--- src/uart_defines.svh ---
`ifndef UART_DEFINES_SVH
`define UART_DEFINES_SVH

// ~~~~~~~~~~~~~~~~~~~~~~~~~~~~~~~~~~~~~~~~~~~~~~~~~~~~~~~~~~~
// Serial line timing, all counts in clk cycles
// ~~~~~~~~~~~~~~~~~~~~~~~~~~~~~~~~~~~~~~~~~~~~~~~~~~~~~~~~~~~

// Bit period on both tx and rx
`define UART_CLKS_PER_BIT 16

// Idle high time between header and data frame of a write
`define UART_GAP_CYCLES 32

// Deadline for the reply start bit, counted after the last
// transmitted stop bit
`define UART_RSP_TIMEOUT 600

`endif

--- src/uart_pkg.sv ---
package uart_pkg;

  typedef enum logic {
    OP_READ  = 1'b0,
    OP_WRITE = 1'b1
  } uart_op_e;

  typedef enum logic [1:0] {
    RSP_OK         = 2'd0,
    RSP_PARITY_ERR = 2'd1,
    RSP_FRAME_ERR  = 2'd2,
    RSP_TIMEOUT    = 2'd3
  } rsp_status_e;

  typedef enum logic [2:0] {
    SEQ_IDLE      = 3'd0,
    SEQ_SEND_HDR  = 3'd1,
    SEQ_GAP       = 3'd2,
    SEQ_SEND_DATA = 3'd3,
    SEQ_WAIT_RSP  = 3'd4,
    SEQ_HOLD_RSP  = 3'd5
  } seq_state_e;

  // Opcode lands in bit 7 of the header byte
  typedef struct packed {
    uart_op_e   op;
    logic [6:0] addr;
    logic [7:0] data;
  } uart_cmd_t;

  typedef struct packed {
    rsp_status_e status;
    logic [7:0]  data;
  } uart_rsp_t;

  typedef struct packed {
    logic [7:0] data;
    logic       parity_ok;
    logic       stop_ok;
  } rx_frame_t;

endpackage

--- src/uart_tx.sv ---
`timescale 1ns/10ps
`include "uart_defines.svh"

module uart_tx (
  input  logic       clk,
  input  logic       rst_n,
  input  logic [7:0] tx_byte,
  input  logic       tx_valid,
  output logic       tx_ready,
  output logic       tx_done,
  output logic       tx
);

  localparam int CPB   = `UART_CLKS_PER_BIT;
  localparam int CNT_W = (CPB > 1) ? $clog2(CPB) : 1;
  localparam logic [CNT_W-1:0] CNT_LAST = CNT_W'(CPB - 1);
  // Start bit is index 0, stop bit index 10
  localparam logic [3:0] STOP_IDX = 4'd10;

  logic             busy;
  logic [CNT_W-1:0] clk_cnt;
  logic [3:0]       bit_cnt;
  // Bits still to go out after the start bit: stop, parity, data
  logic [9:0]       shreg;
  logic             bit_end;

  assign bit_end  = busy && (clk_cnt == CNT_LAST);
  assign tx_done  = bit_end && (bit_cnt == STOP_IDX);
  assign tx_ready = !busy;

  // ~~~~~~~~~~~~~~~~~~~~~~~~~~~~~~~~~~~~~~~~~~~~~~~~~~~~~~~~~~~
  // Bit timing and line drive
  // ~~~~~~~~~~~~~~~~~~~~~~~~~~~~~~~~~~~~~~~~~~~~~~~~~~~~~~~~~~~

  always_ff @(posedge clk or negedge rst_n)
  begin
    if (!rst_n)
    begin
      busy    <= 1'b0;
      clk_cnt <= '0;
      bit_cnt <= '0;
      tx      <= 1'b1;
    end
    else if (!busy)
    begin
      // Start bit goes out on the accepting edge
      if (tx_valid)
      begin
        busy    <= 1'b1;
        clk_cnt <= '0;
        bit_cnt <= '0;
        tx      <= 1'b0;
      end
    end
    else if (bit_end)
    begin
      clk_cnt <= '0;
      if (bit_cnt == STOP_IDX)
      begin
        busy <= 1'b0;
      end
      else
      begin
        tx      <= shreg[0];
        bit_cnt <= bit_cnt + 4'd1;
      end
    end
    else
    begin
      clk_cnt <= clk_cnt + 1'b1;
    end
  end

  // Odd parity over data plus parity bit
  always_ff @(posedge clk)
  begin
    if (!busy && tx_valid)
    begin
      shreg <= {1'b1, ~^tx_byte, tx_byte};
    end
    else if (bit_end)
    begin
      shreg <= {1'b1, shreg[9:1]};
    end
  end

endmodule

--- src/uart_rx.sv ---
`timescale 1ns/10ps
`include "uart_defines.svh"

module uart_rx
  import uart_pkg::*;
(
  input  logic      clk,
  input  logic      rst_n,
  input  logic      rx,
  output rx_frame_t rx_frame,
  output logic      rx_frame_valid
);

  localparam int CPB   = `UART_CLKS_PER_BIT;
  localparam int CNT_W = (CPB > 1) ? $clog2(CPB) : 1;
  localparam logic [CNT_W-1:0] CNT_LAST = CNT_W'(CPB - 1);
  localparam logic [CNT_W-1:0] CNT_HALF = CNT_W'(CPB / 2 - 1);
  localparam logic [3:0] PAR_IDX  = 4'd9;
  localparam logic [3:0] STOP_IDX = 4'd10;

  logic             rx_meta;
  logic             rx_sync;
  logic             rx_prev;
  logic             busy;
  logic [CNT_W-1:0] clk_cnt;
  logic [3:0]       bit_idx;
  logic [7:0]       data_sh;
  logic             par_bit;
  logic             fall;
  logic             sample;

  assign fall = !busy && rx_prev && !rx_sync;

  // Start bit checked at half a period, the rest at mid-bit
  assign sample = busy && ((bit_idx == 4'd0) ? (clk_cnt == CNT_HALF)
                                             : (clk_cnt == CNT_LAST));

  // Line idles high
  always_ff @(posedge clk or negedge rst_n)
  begin
    if (!rst_n)
    begin
      rx_meta <= 1'b1;
      rx_sync <= 1'b1;
      rx_prev <= 1'b1;
    end
    else
    begin
      rx_meta <= rx;
      rx_sync <= rx_meta;
      rx_prev <= rx_sync;
    end
  end

  // ~~~~~~~~~~~~~~~~~~~~~~~~~~~~~~~~~~~~~~~~~~~~~~~~~~~~~~~~~~~
  // Frame sequencing
  // ~~~~~~~~~~~~~~~~~~~~~~~~~~~~~~~~~~~~~~~~~~~~~~~~~~~~~~~~~~~

  always_ff @(posedge clk or negedge rst_n)
  begin
    if (!rst_n)
    begin
      busy           <= 1'b0;
      clk_cnt        <= '0;
      bit_idx        <= '0;
      rx_frame_valid <= 1'b0;
    end
    else
    begin
      rx_frame_valid <= 1'b0;
      if (fall)
      begin
        busy    <= 1'b1;
        clk_cnt <= '0;
        bit_idx <= '0;
      end
      else if (sample)
      begin
        clk_cnt <= '0;
        if (bit_idx == 4'd0 && rx_sync)
        begin
          // Glitch, not a start bit
          busy <= 1'b0;
        end
        else if (bit_idx == STOP_IDX)
        begin
          busy           <= 1'b0;
          rx_frame_valid <= 1'b1;
        end
        else
        begin
          bit_idx <= bit_idx + 4'd1;
        end
      end
      else if (busy)
      begin
        clk_cnt <= clk_cnt + 1'b1;
      end
    end
  end

  // Data arrives LSB first
  always_ff @(posedge clk)
  begin
    if (sample)
    begin
      if (bit_idx == PAR_IDX)
      begin
        par_bit <= rx_sync;
      end
      else if (bit_idx == STOP_IDX)
      begin
        rx_frame.data      <= data_sh;
        rx_frame.parity_ok <= ^{data_sh, par_bit};
        rx_frame.stop_ok   <= rx_sync;
      end
      else if (bit_idx != 4'd0)
      begin
        data_sh <= {rx_sync, data_sh[7:1]};
      end
    end
  end

endmodule

--- src/uart_cmd_seq.sv ---
`timescale 1ns/10ps
`include "uart_defines.svh"

module uart_cmd_seq
  import uart_pkg::*;
(
  input  logic       clk,
  input  logic       rst_n,
  input  uart_cmd_t  cmd,
  input  logic       cmd_valid,
  output logic       cmd_ready,
  output logic [7:0] tx_byte,
  output logic       tx_valid,
  input  logic       tx_ready,
  input  logic       tx_done,
  input  rx_frame_t  rx_frame,
  input  logic       rx_frame_valid,
  output uart_rsp_t  rsp,
  output logic       rsp_valid,
  input  logic       rsp_ready
);

  localparam int GAP = `UART_GAP_CYCLES;
  // Reply window plus one frame, so a start late in the window still completes
  localparam int WAIT_LIMIT = `UART_RSP_TIMEOUT + 11 * `UART_CLKS_PER_BIT;
  localparam int CNT_MAX = (WAIT_LIMIT > GAP) ? WAIT_LIMIT : GAP;
  localparam int CNT_W = $clog2(CNT_MAX + 1);
  localparam logic [CNT_W-1:0] GAP_LAST  = CNT_W'(GAP - 1);
  localparam logic [CNT_W-1:0] WAIT_LAST = CNT_W'(WAIT_LIMIT - 1);

  seq_state_e       state;
  uart_cmd_t        cmd_q;
  logic [CNT_W-1:0] cnt;
  rsp_status_e      rx_status;

  assign cmd_ready = (state == SEQ_IDLE);
  assign rsp_valid = (state == SEQ_HOLD_RSP);
  assign tx_byte   = (state == SEQ_SEND_DATA) ? cmd_q.data : {cmd_q.op, cmd_q.addr};

  // Parity error outranks a bad stop bit
  always_comb
  begin
    if (!rx_frame.parity_ok)
      rx_status = RSP_PARITY_ERR;
    else if (!rx_frame.stop_ok)
      rx_status = RSP_FRAME_ERR;
    else
      rx_status = RSP_OK;
  end

  // ~~~~~~~~~~~~~~~~~~~~~~~~~~~~~~~~~~~~~~~~~~~~~~~~~~~~~~~~~~~
  // Command FSM
  // ~~~~~~~~~~~~~~~~~~~~~~~~~~~~~~~~~~~~~~~~~~~~~~~~~~~~~~~~~~~

  always_ff @(posedge clk or negedge rst_n)
  begin
    if (!rst_n)
    begin
      state    <= SEQ_IDLE;
      tx_valid <= 1'b0;
      cnt      <= '0;
    end
    else
    begin
      case (state)
        SEQ_IDLE:
        begin
          if (cmd_valid)
          begin
            tx_valid <= 1'b1;
            state    <= SEQ_SEND_HDR;
          end
        end
        SEQ_SEND_HDR:
        begin
          if (tx_ready)
            tx_valid <= 1'b0;
          if (tx_done)
          begin
            cnt   <= '0;
            state <= (cmd_q.op == OP_WRITE) ? SEQ_GAP : SEQ_WAIT_RSP;
          end
        end
        SEQ_GAP:
        begin
          if (cnt == GAP_LAST)
          begin
            tx_valid <= 1'b1;
            state    <= SEQ_SEND_DATA;
          end
          else
            cnt <= cnt + 1'b1;
        end
        SEQ_SEND_DATA:
        begin
          if (tx_ready)
            tx_valid <= 1'b0;
          if (tx_done)
            state <= SEQ_IDLE;
        end
        SEQ_WAIT_RSP:
        begin
          if (rx_frame_valid || cnt == WAIT_LAST)
            state <= SEQ_HOLD_RSP;
          else
            cnt <= cnt + 1'b1;
        end
        SEQ_HOLD_RSP:
        begin
          if (rsp_ready)
            state <= SEQ_IDLE;
        end
        default:
          state <= SEQ_IDLE;
      endcase
    end
  end

  always_ff @(posedge clk)
  begin
    if (cmd_ready && cmd_valid)
      cmd_q <= cmd;
    if (state == SEQ_WAIT_RSP)
    begin
      if (rx_frame_valid)
      begin
        rsp.status <= rx_status;
        rsp.data   <= (rx_status == RSP_OK) ? rx_frame.data : 8'h00;
      end
      else if (cnt == WAIT_LAST)
      begin
        rsp.status <= RSP_TIMEOUT;
        rsp.data   <= 8'h00;
      end
    end
  end

endmodule

--- src/uart_master_top.sv ---
`timescale 1ns/10ps

module uart_master_top
  import uart_pkg::*;
(
  input  logic      clk,
  input  logic      rst_n,
  input  uart_cmd_t cmd,
  input  logic      cmd_valid,
  output logic      cmd_ready,
  output uart_rsp_t rsp,
  output logic      rsp_valid,
  input  logic      rsp_ready,
  output logic      tx,
  input  logic      rx
);

  logic [7:0] tx_byte;
  logic       tx_valid;
  logic       tx_ready;
  logic       tx_done;
  rx_frame_t  rx_frame;
  logic       rx_frame_valid;

  uart_cmd_seq u_cmd_seq (
    .clk            (clk),
    .rst_n          (rst_n),
    .cmd            (cmd),
    .cmd_valid      (cmd_valid),
    .cmd_ready      (cmd_ready),
    .tx_byte        (tx_byte),
    .tx_valid       (tx_valid),
    .tx_ready       (tx_ready),
    .tx_done        (tx_done),
    .rx_frame       (rx_frame),
    .rx_frame_valid (rx_frame_valid),
    .rsp            (rsp),
    .rsp_valid      (rsp_valid),
    .rsp_ready      (rsp_ready)
  );

  uart_tx u_tx (
    .clk      (clk),
    .rst_n    (rst_n),
    .tx_byte  (tx_byte),
    .tx_valid (tx_valid),
    .tx_ready (tx_ready),
    .tx_done  (tx_done),
    .tx       (tx)
  );

  uart_rx u_rx (
    .clk            (clk),
    .rst_n          (rst_n),
    .rx             (rx),
    .rx_frame       (rx_frame),
    .rx_frame_valid (rx_frame_valid)
  );

endmodule

--- config.mk ---
export PLATFORM = sky130hd
export DESIGN_NAME = uart_master_top
export DESIGN_NICKNAME = d
export VERILOG_FILES = /design/src/uart_pkg.sv /design/src/uart_tx.sv /design/src/uart_rx.sv /design/src/uart_cmd_seq.sv /design/src/uart_master_top.sv
export VERILOG_INCLUDE_DIRS = /design/src
export SDC_FILE = /design/constraint.sdc
export NUM_CORES = 1
export LEC_CHECK = 0
export ABC_CLOCK_PERIOD_IN_PS = 3600
export BUFFER_PORTS_ARGS = -buffer_cell sky130_fd_sc_hd__buf_2
export CAP_MARGIN = 15
export CORE_ASPECT_RATIO = 1.25
export CORE_MARGIN = 2
export CORE_UTILIZATION = 40
export DETAILED_ROUTE_END_ITERATION = 6
export HOLD_SLACK_MARGIN = 0.02
export PLACE_DENSITY = 0.67
export SYNTH_ARGS = -nofsm -noshare
export SYNTH_HDL_FRONTEND = slang
export SYNTH_SLANG_ARGS = --single-unit
--- constraint.sdc ---
create_clock -name clk -period 3.6 [get_ports clk]
set_input_delay 0.54 -clock clk [delete_from_list [all_inputs] [get_ports clk]]
set_output_delay 0.54 -clock clk [all_outputs]
set_load 0.01 [all_outputs]
==> results.tsv <==
metric	value	unit
port_buffers	33	
hold_viol	0	
drt_wl_total	7.25	mm
grt_start_max_net_pins	38	
fmax	418	MHz
cts_tree	built	
syn-num-nets	373	
dpl.hpwl	5.09	mm
syn_inst	343	
cts_setup_buffers	0	
drive_gt1_share	15.4	%
ant_nets	0	
synthTopCellsByArea	edfxtp_1 39%, dfrtp_1 20%, xnor2_1 4.9%	
end_kind	register	
min_period	2390	ps
htree_levels	3	
worstMarginPinSlew	834	ps
grtUsageMet3	3.78	%
finalCritPeriodShare	66.4	%
skew	5.71	ps
layout_commonest_cell	edfxtp_1	
start_util	41.0	%
critPathKind	reg -> reg	
setup_viol	0	
core	0.0101	sq mm
slew_headroom	44.4	%
layout_common_cells	54 x edfxtp_1, 33 x buf_2, 33 x dfrtp_1	
viasPerCell	5.18	
critPathLaunchType	register	
clk-insertion-delay-late	330	ps
yosysWarnings	0	
dpl_cell_area	0.00443	sq mm
hold_buffers	0	
netlist_area	0.00412	sq mm
arrival	2610	ps
critPathMaxFanout	21	
synthArstFlopShare	40.7	%
fin_nets	409	
n_antenna_cell	0	
dr.first_iter.drc_count	117	
cts_buffers	9	
setup_slack	1210	ps
crit_required	3820	ps
grt-ovfl-total	0	
fillers	897	
ir_drop	275	uV
num_vias	2658	
cts_root_buf	clkbuf_16	
cts_sinks	91	
gp_routability_congestion	0.884	
rsz0062_at_grt	no	
dieArea	0.0111	sq mm
die_w	94.8	um
synth_top_area_share	39.3	%
powerDensity	555	mW/mm^2
grt_pass1_vias	2597	
syn_avg_cell_area	12.0	sq um
synth_seq_cells	91	
ys.flop_type	edfxtp_1	
syn2layout_area_growth	14.9	%
track_usage	13.8	%
wl_per_cell	14.1	um
grt.busiest_layer	met2	
io_pins	34	
route.detailed.drc	0	
drv.max_cap_violation_count	0	
grt_pass1_wl	12.2	mm
clkTransAtPathRegs	60	ps
dr.pass1.iters	4	
stdcell_area	0.00474	sq mm
num_rows	41	
tns	0	ps
ys_seq_area_share	61.9	%
hp-class	in -> async	
clock_path_buffers	2	
grt_use_met1	17.4	%
cts_repair_resize_count	0	
dieHeight	118	um
drv_slew	0	
status	finished, final reports clean	
grtUsageMet2	21.9	%
synth-edff-count	54	
antenna_found_initial	0	
yosys.area.top_type	edfxtp_1	
dp_slack	1250	ps
ys_types	48	
power_leakage	1.84	nW
sequential cells by signal (all words and copies together) (netlist names), 8 cells and up:
register	flops
u_cmd_seq.cmd_q	16
u_rx.data_sh	8
u_rx.rx_frame	10
u_cmd_seq.rsp	10
u_tx.shreg	9
u_cmd_seq.cnt	10
report_power, final:
| part | internal (mW) | leakage (nW) | switching, mW |
|---|---|---|---|
| logic | 0.174 | 0.754 | 0.196 |
| registers | 1.22 | 0.938 | 0.110 |
| clock network | 0.558 | 0.143 | 0.374 |
| total | 1.95 | 1.84 | 0.680 |
layer usage:
| metal | part of all wire (%) | routed length [um] | vias to the layer above |
|---|---|---|---|
| met1 | 45 | 3230 | 1279 |
| met2 | 50 | 3600 | 50 |
| li1 | - | - | 1317 |
| met5 | 0 | 0 | - |
| met3 | 3.6 | 263 | 12 |
| met4 | 2.0 | 148 | 0 |
cells by family (layout without fill, tap and decap cells):
group | Yosys count | count (layout) | share of synthesized area [%]
xor gates and xnor gates | 29 | 29 | 6.16
and+or+nand+nor | 129 | 129 | 16.4
buffers and inverters | 20 | 61 | 2.03
AOI/OAI and AO/OA | 53 | 53 | 7.83
DFF | 91 | 91 | 61.9
adders and majority gates | 9 | 9 | 2.73
muxes | 12 | 12 | 2.94
area by class of cell:
type,instances,area [sq um],share of cell area (%)
multi-input cells,232,1500,31.6
flip-flops and latches,91,2550,53.9
well taps,129,161,3.41
clock inverters,4,51.3,1.08
repair buffers,37,199,4.20
clock buffers,12,246,5.20
inverters,8,30.0,0.634
final timing paths:
| kind | cells past startpoint | startpoint | slack, ps | endpoint |
|---|---|---|---|---|
| max in group asynchronous | 1 | rst_n | 2760 | u_rx.busy |
| min in group clk | 1 | rx | 300 | u_rx.rx_meta |
| setup reg to reg | 5 | u_cmd_seq.state[0] | 1210 | u_cmd_seq.cnt[0] |
| setup / recovery | 5 | u_cmd_seq.state[0] | 1210 | u_cmd_seq.cnt[0] |
| hold / removal | 1 | rst_n | 300 | u_cmd_seq.cnt[2] |
| hold reg to reg | 0 | u_rx.rx_meta | 360 | u_rx.rx_sync |
synth_stat cells, types with 3 or more instances:
cell      instances
edfxtp_1         54
dfrtp_1          33
nand2_1          30
nor2_1           27
xnor2_1          23
a21oi_1          18
nand3_1          16
o21ai_0          14
mux2i_1          11
and2_1            9
clkbuf_1          9
ha_1              9
nor3_1            9
inv_1             8
xor2_1            6
nand2b_1          5
and3_1            4
dfstp_2           4
nand3b_1          4
nor3b_1           4
o31ai_1           4
or4b_1            4
nand4_1           3
nor2b_1           3
o211ai_1          3
o22ai_1           3
or4_1             3
worst max-delay path, stage by stage (launching register included):
cell	delay [ps]
dfrtp_1	580
or4b_1	630
a31oi_1	190
nor2_1	190
a21oi_1	310
mux2_2	370
metrics by stage:
step | util, % | std cells | power, mW | hold slack (ps)
2_1_floorplan | - | 343 | 1.61 | 244
3_3_place_gp | 44.1 | 496 | 1.69 | 347
3_5_place_dp | 44.1 | 496 | 1.72 | 347
4_1_cts | 47.0 | 512 | 2.66 | 289
5_1_grt | 47.1 | 513 | 2.79 | 288
6_report | 47.1 | 513 | 2.63 | 302
Note: power is estimated with default switching activity, not from simulation.
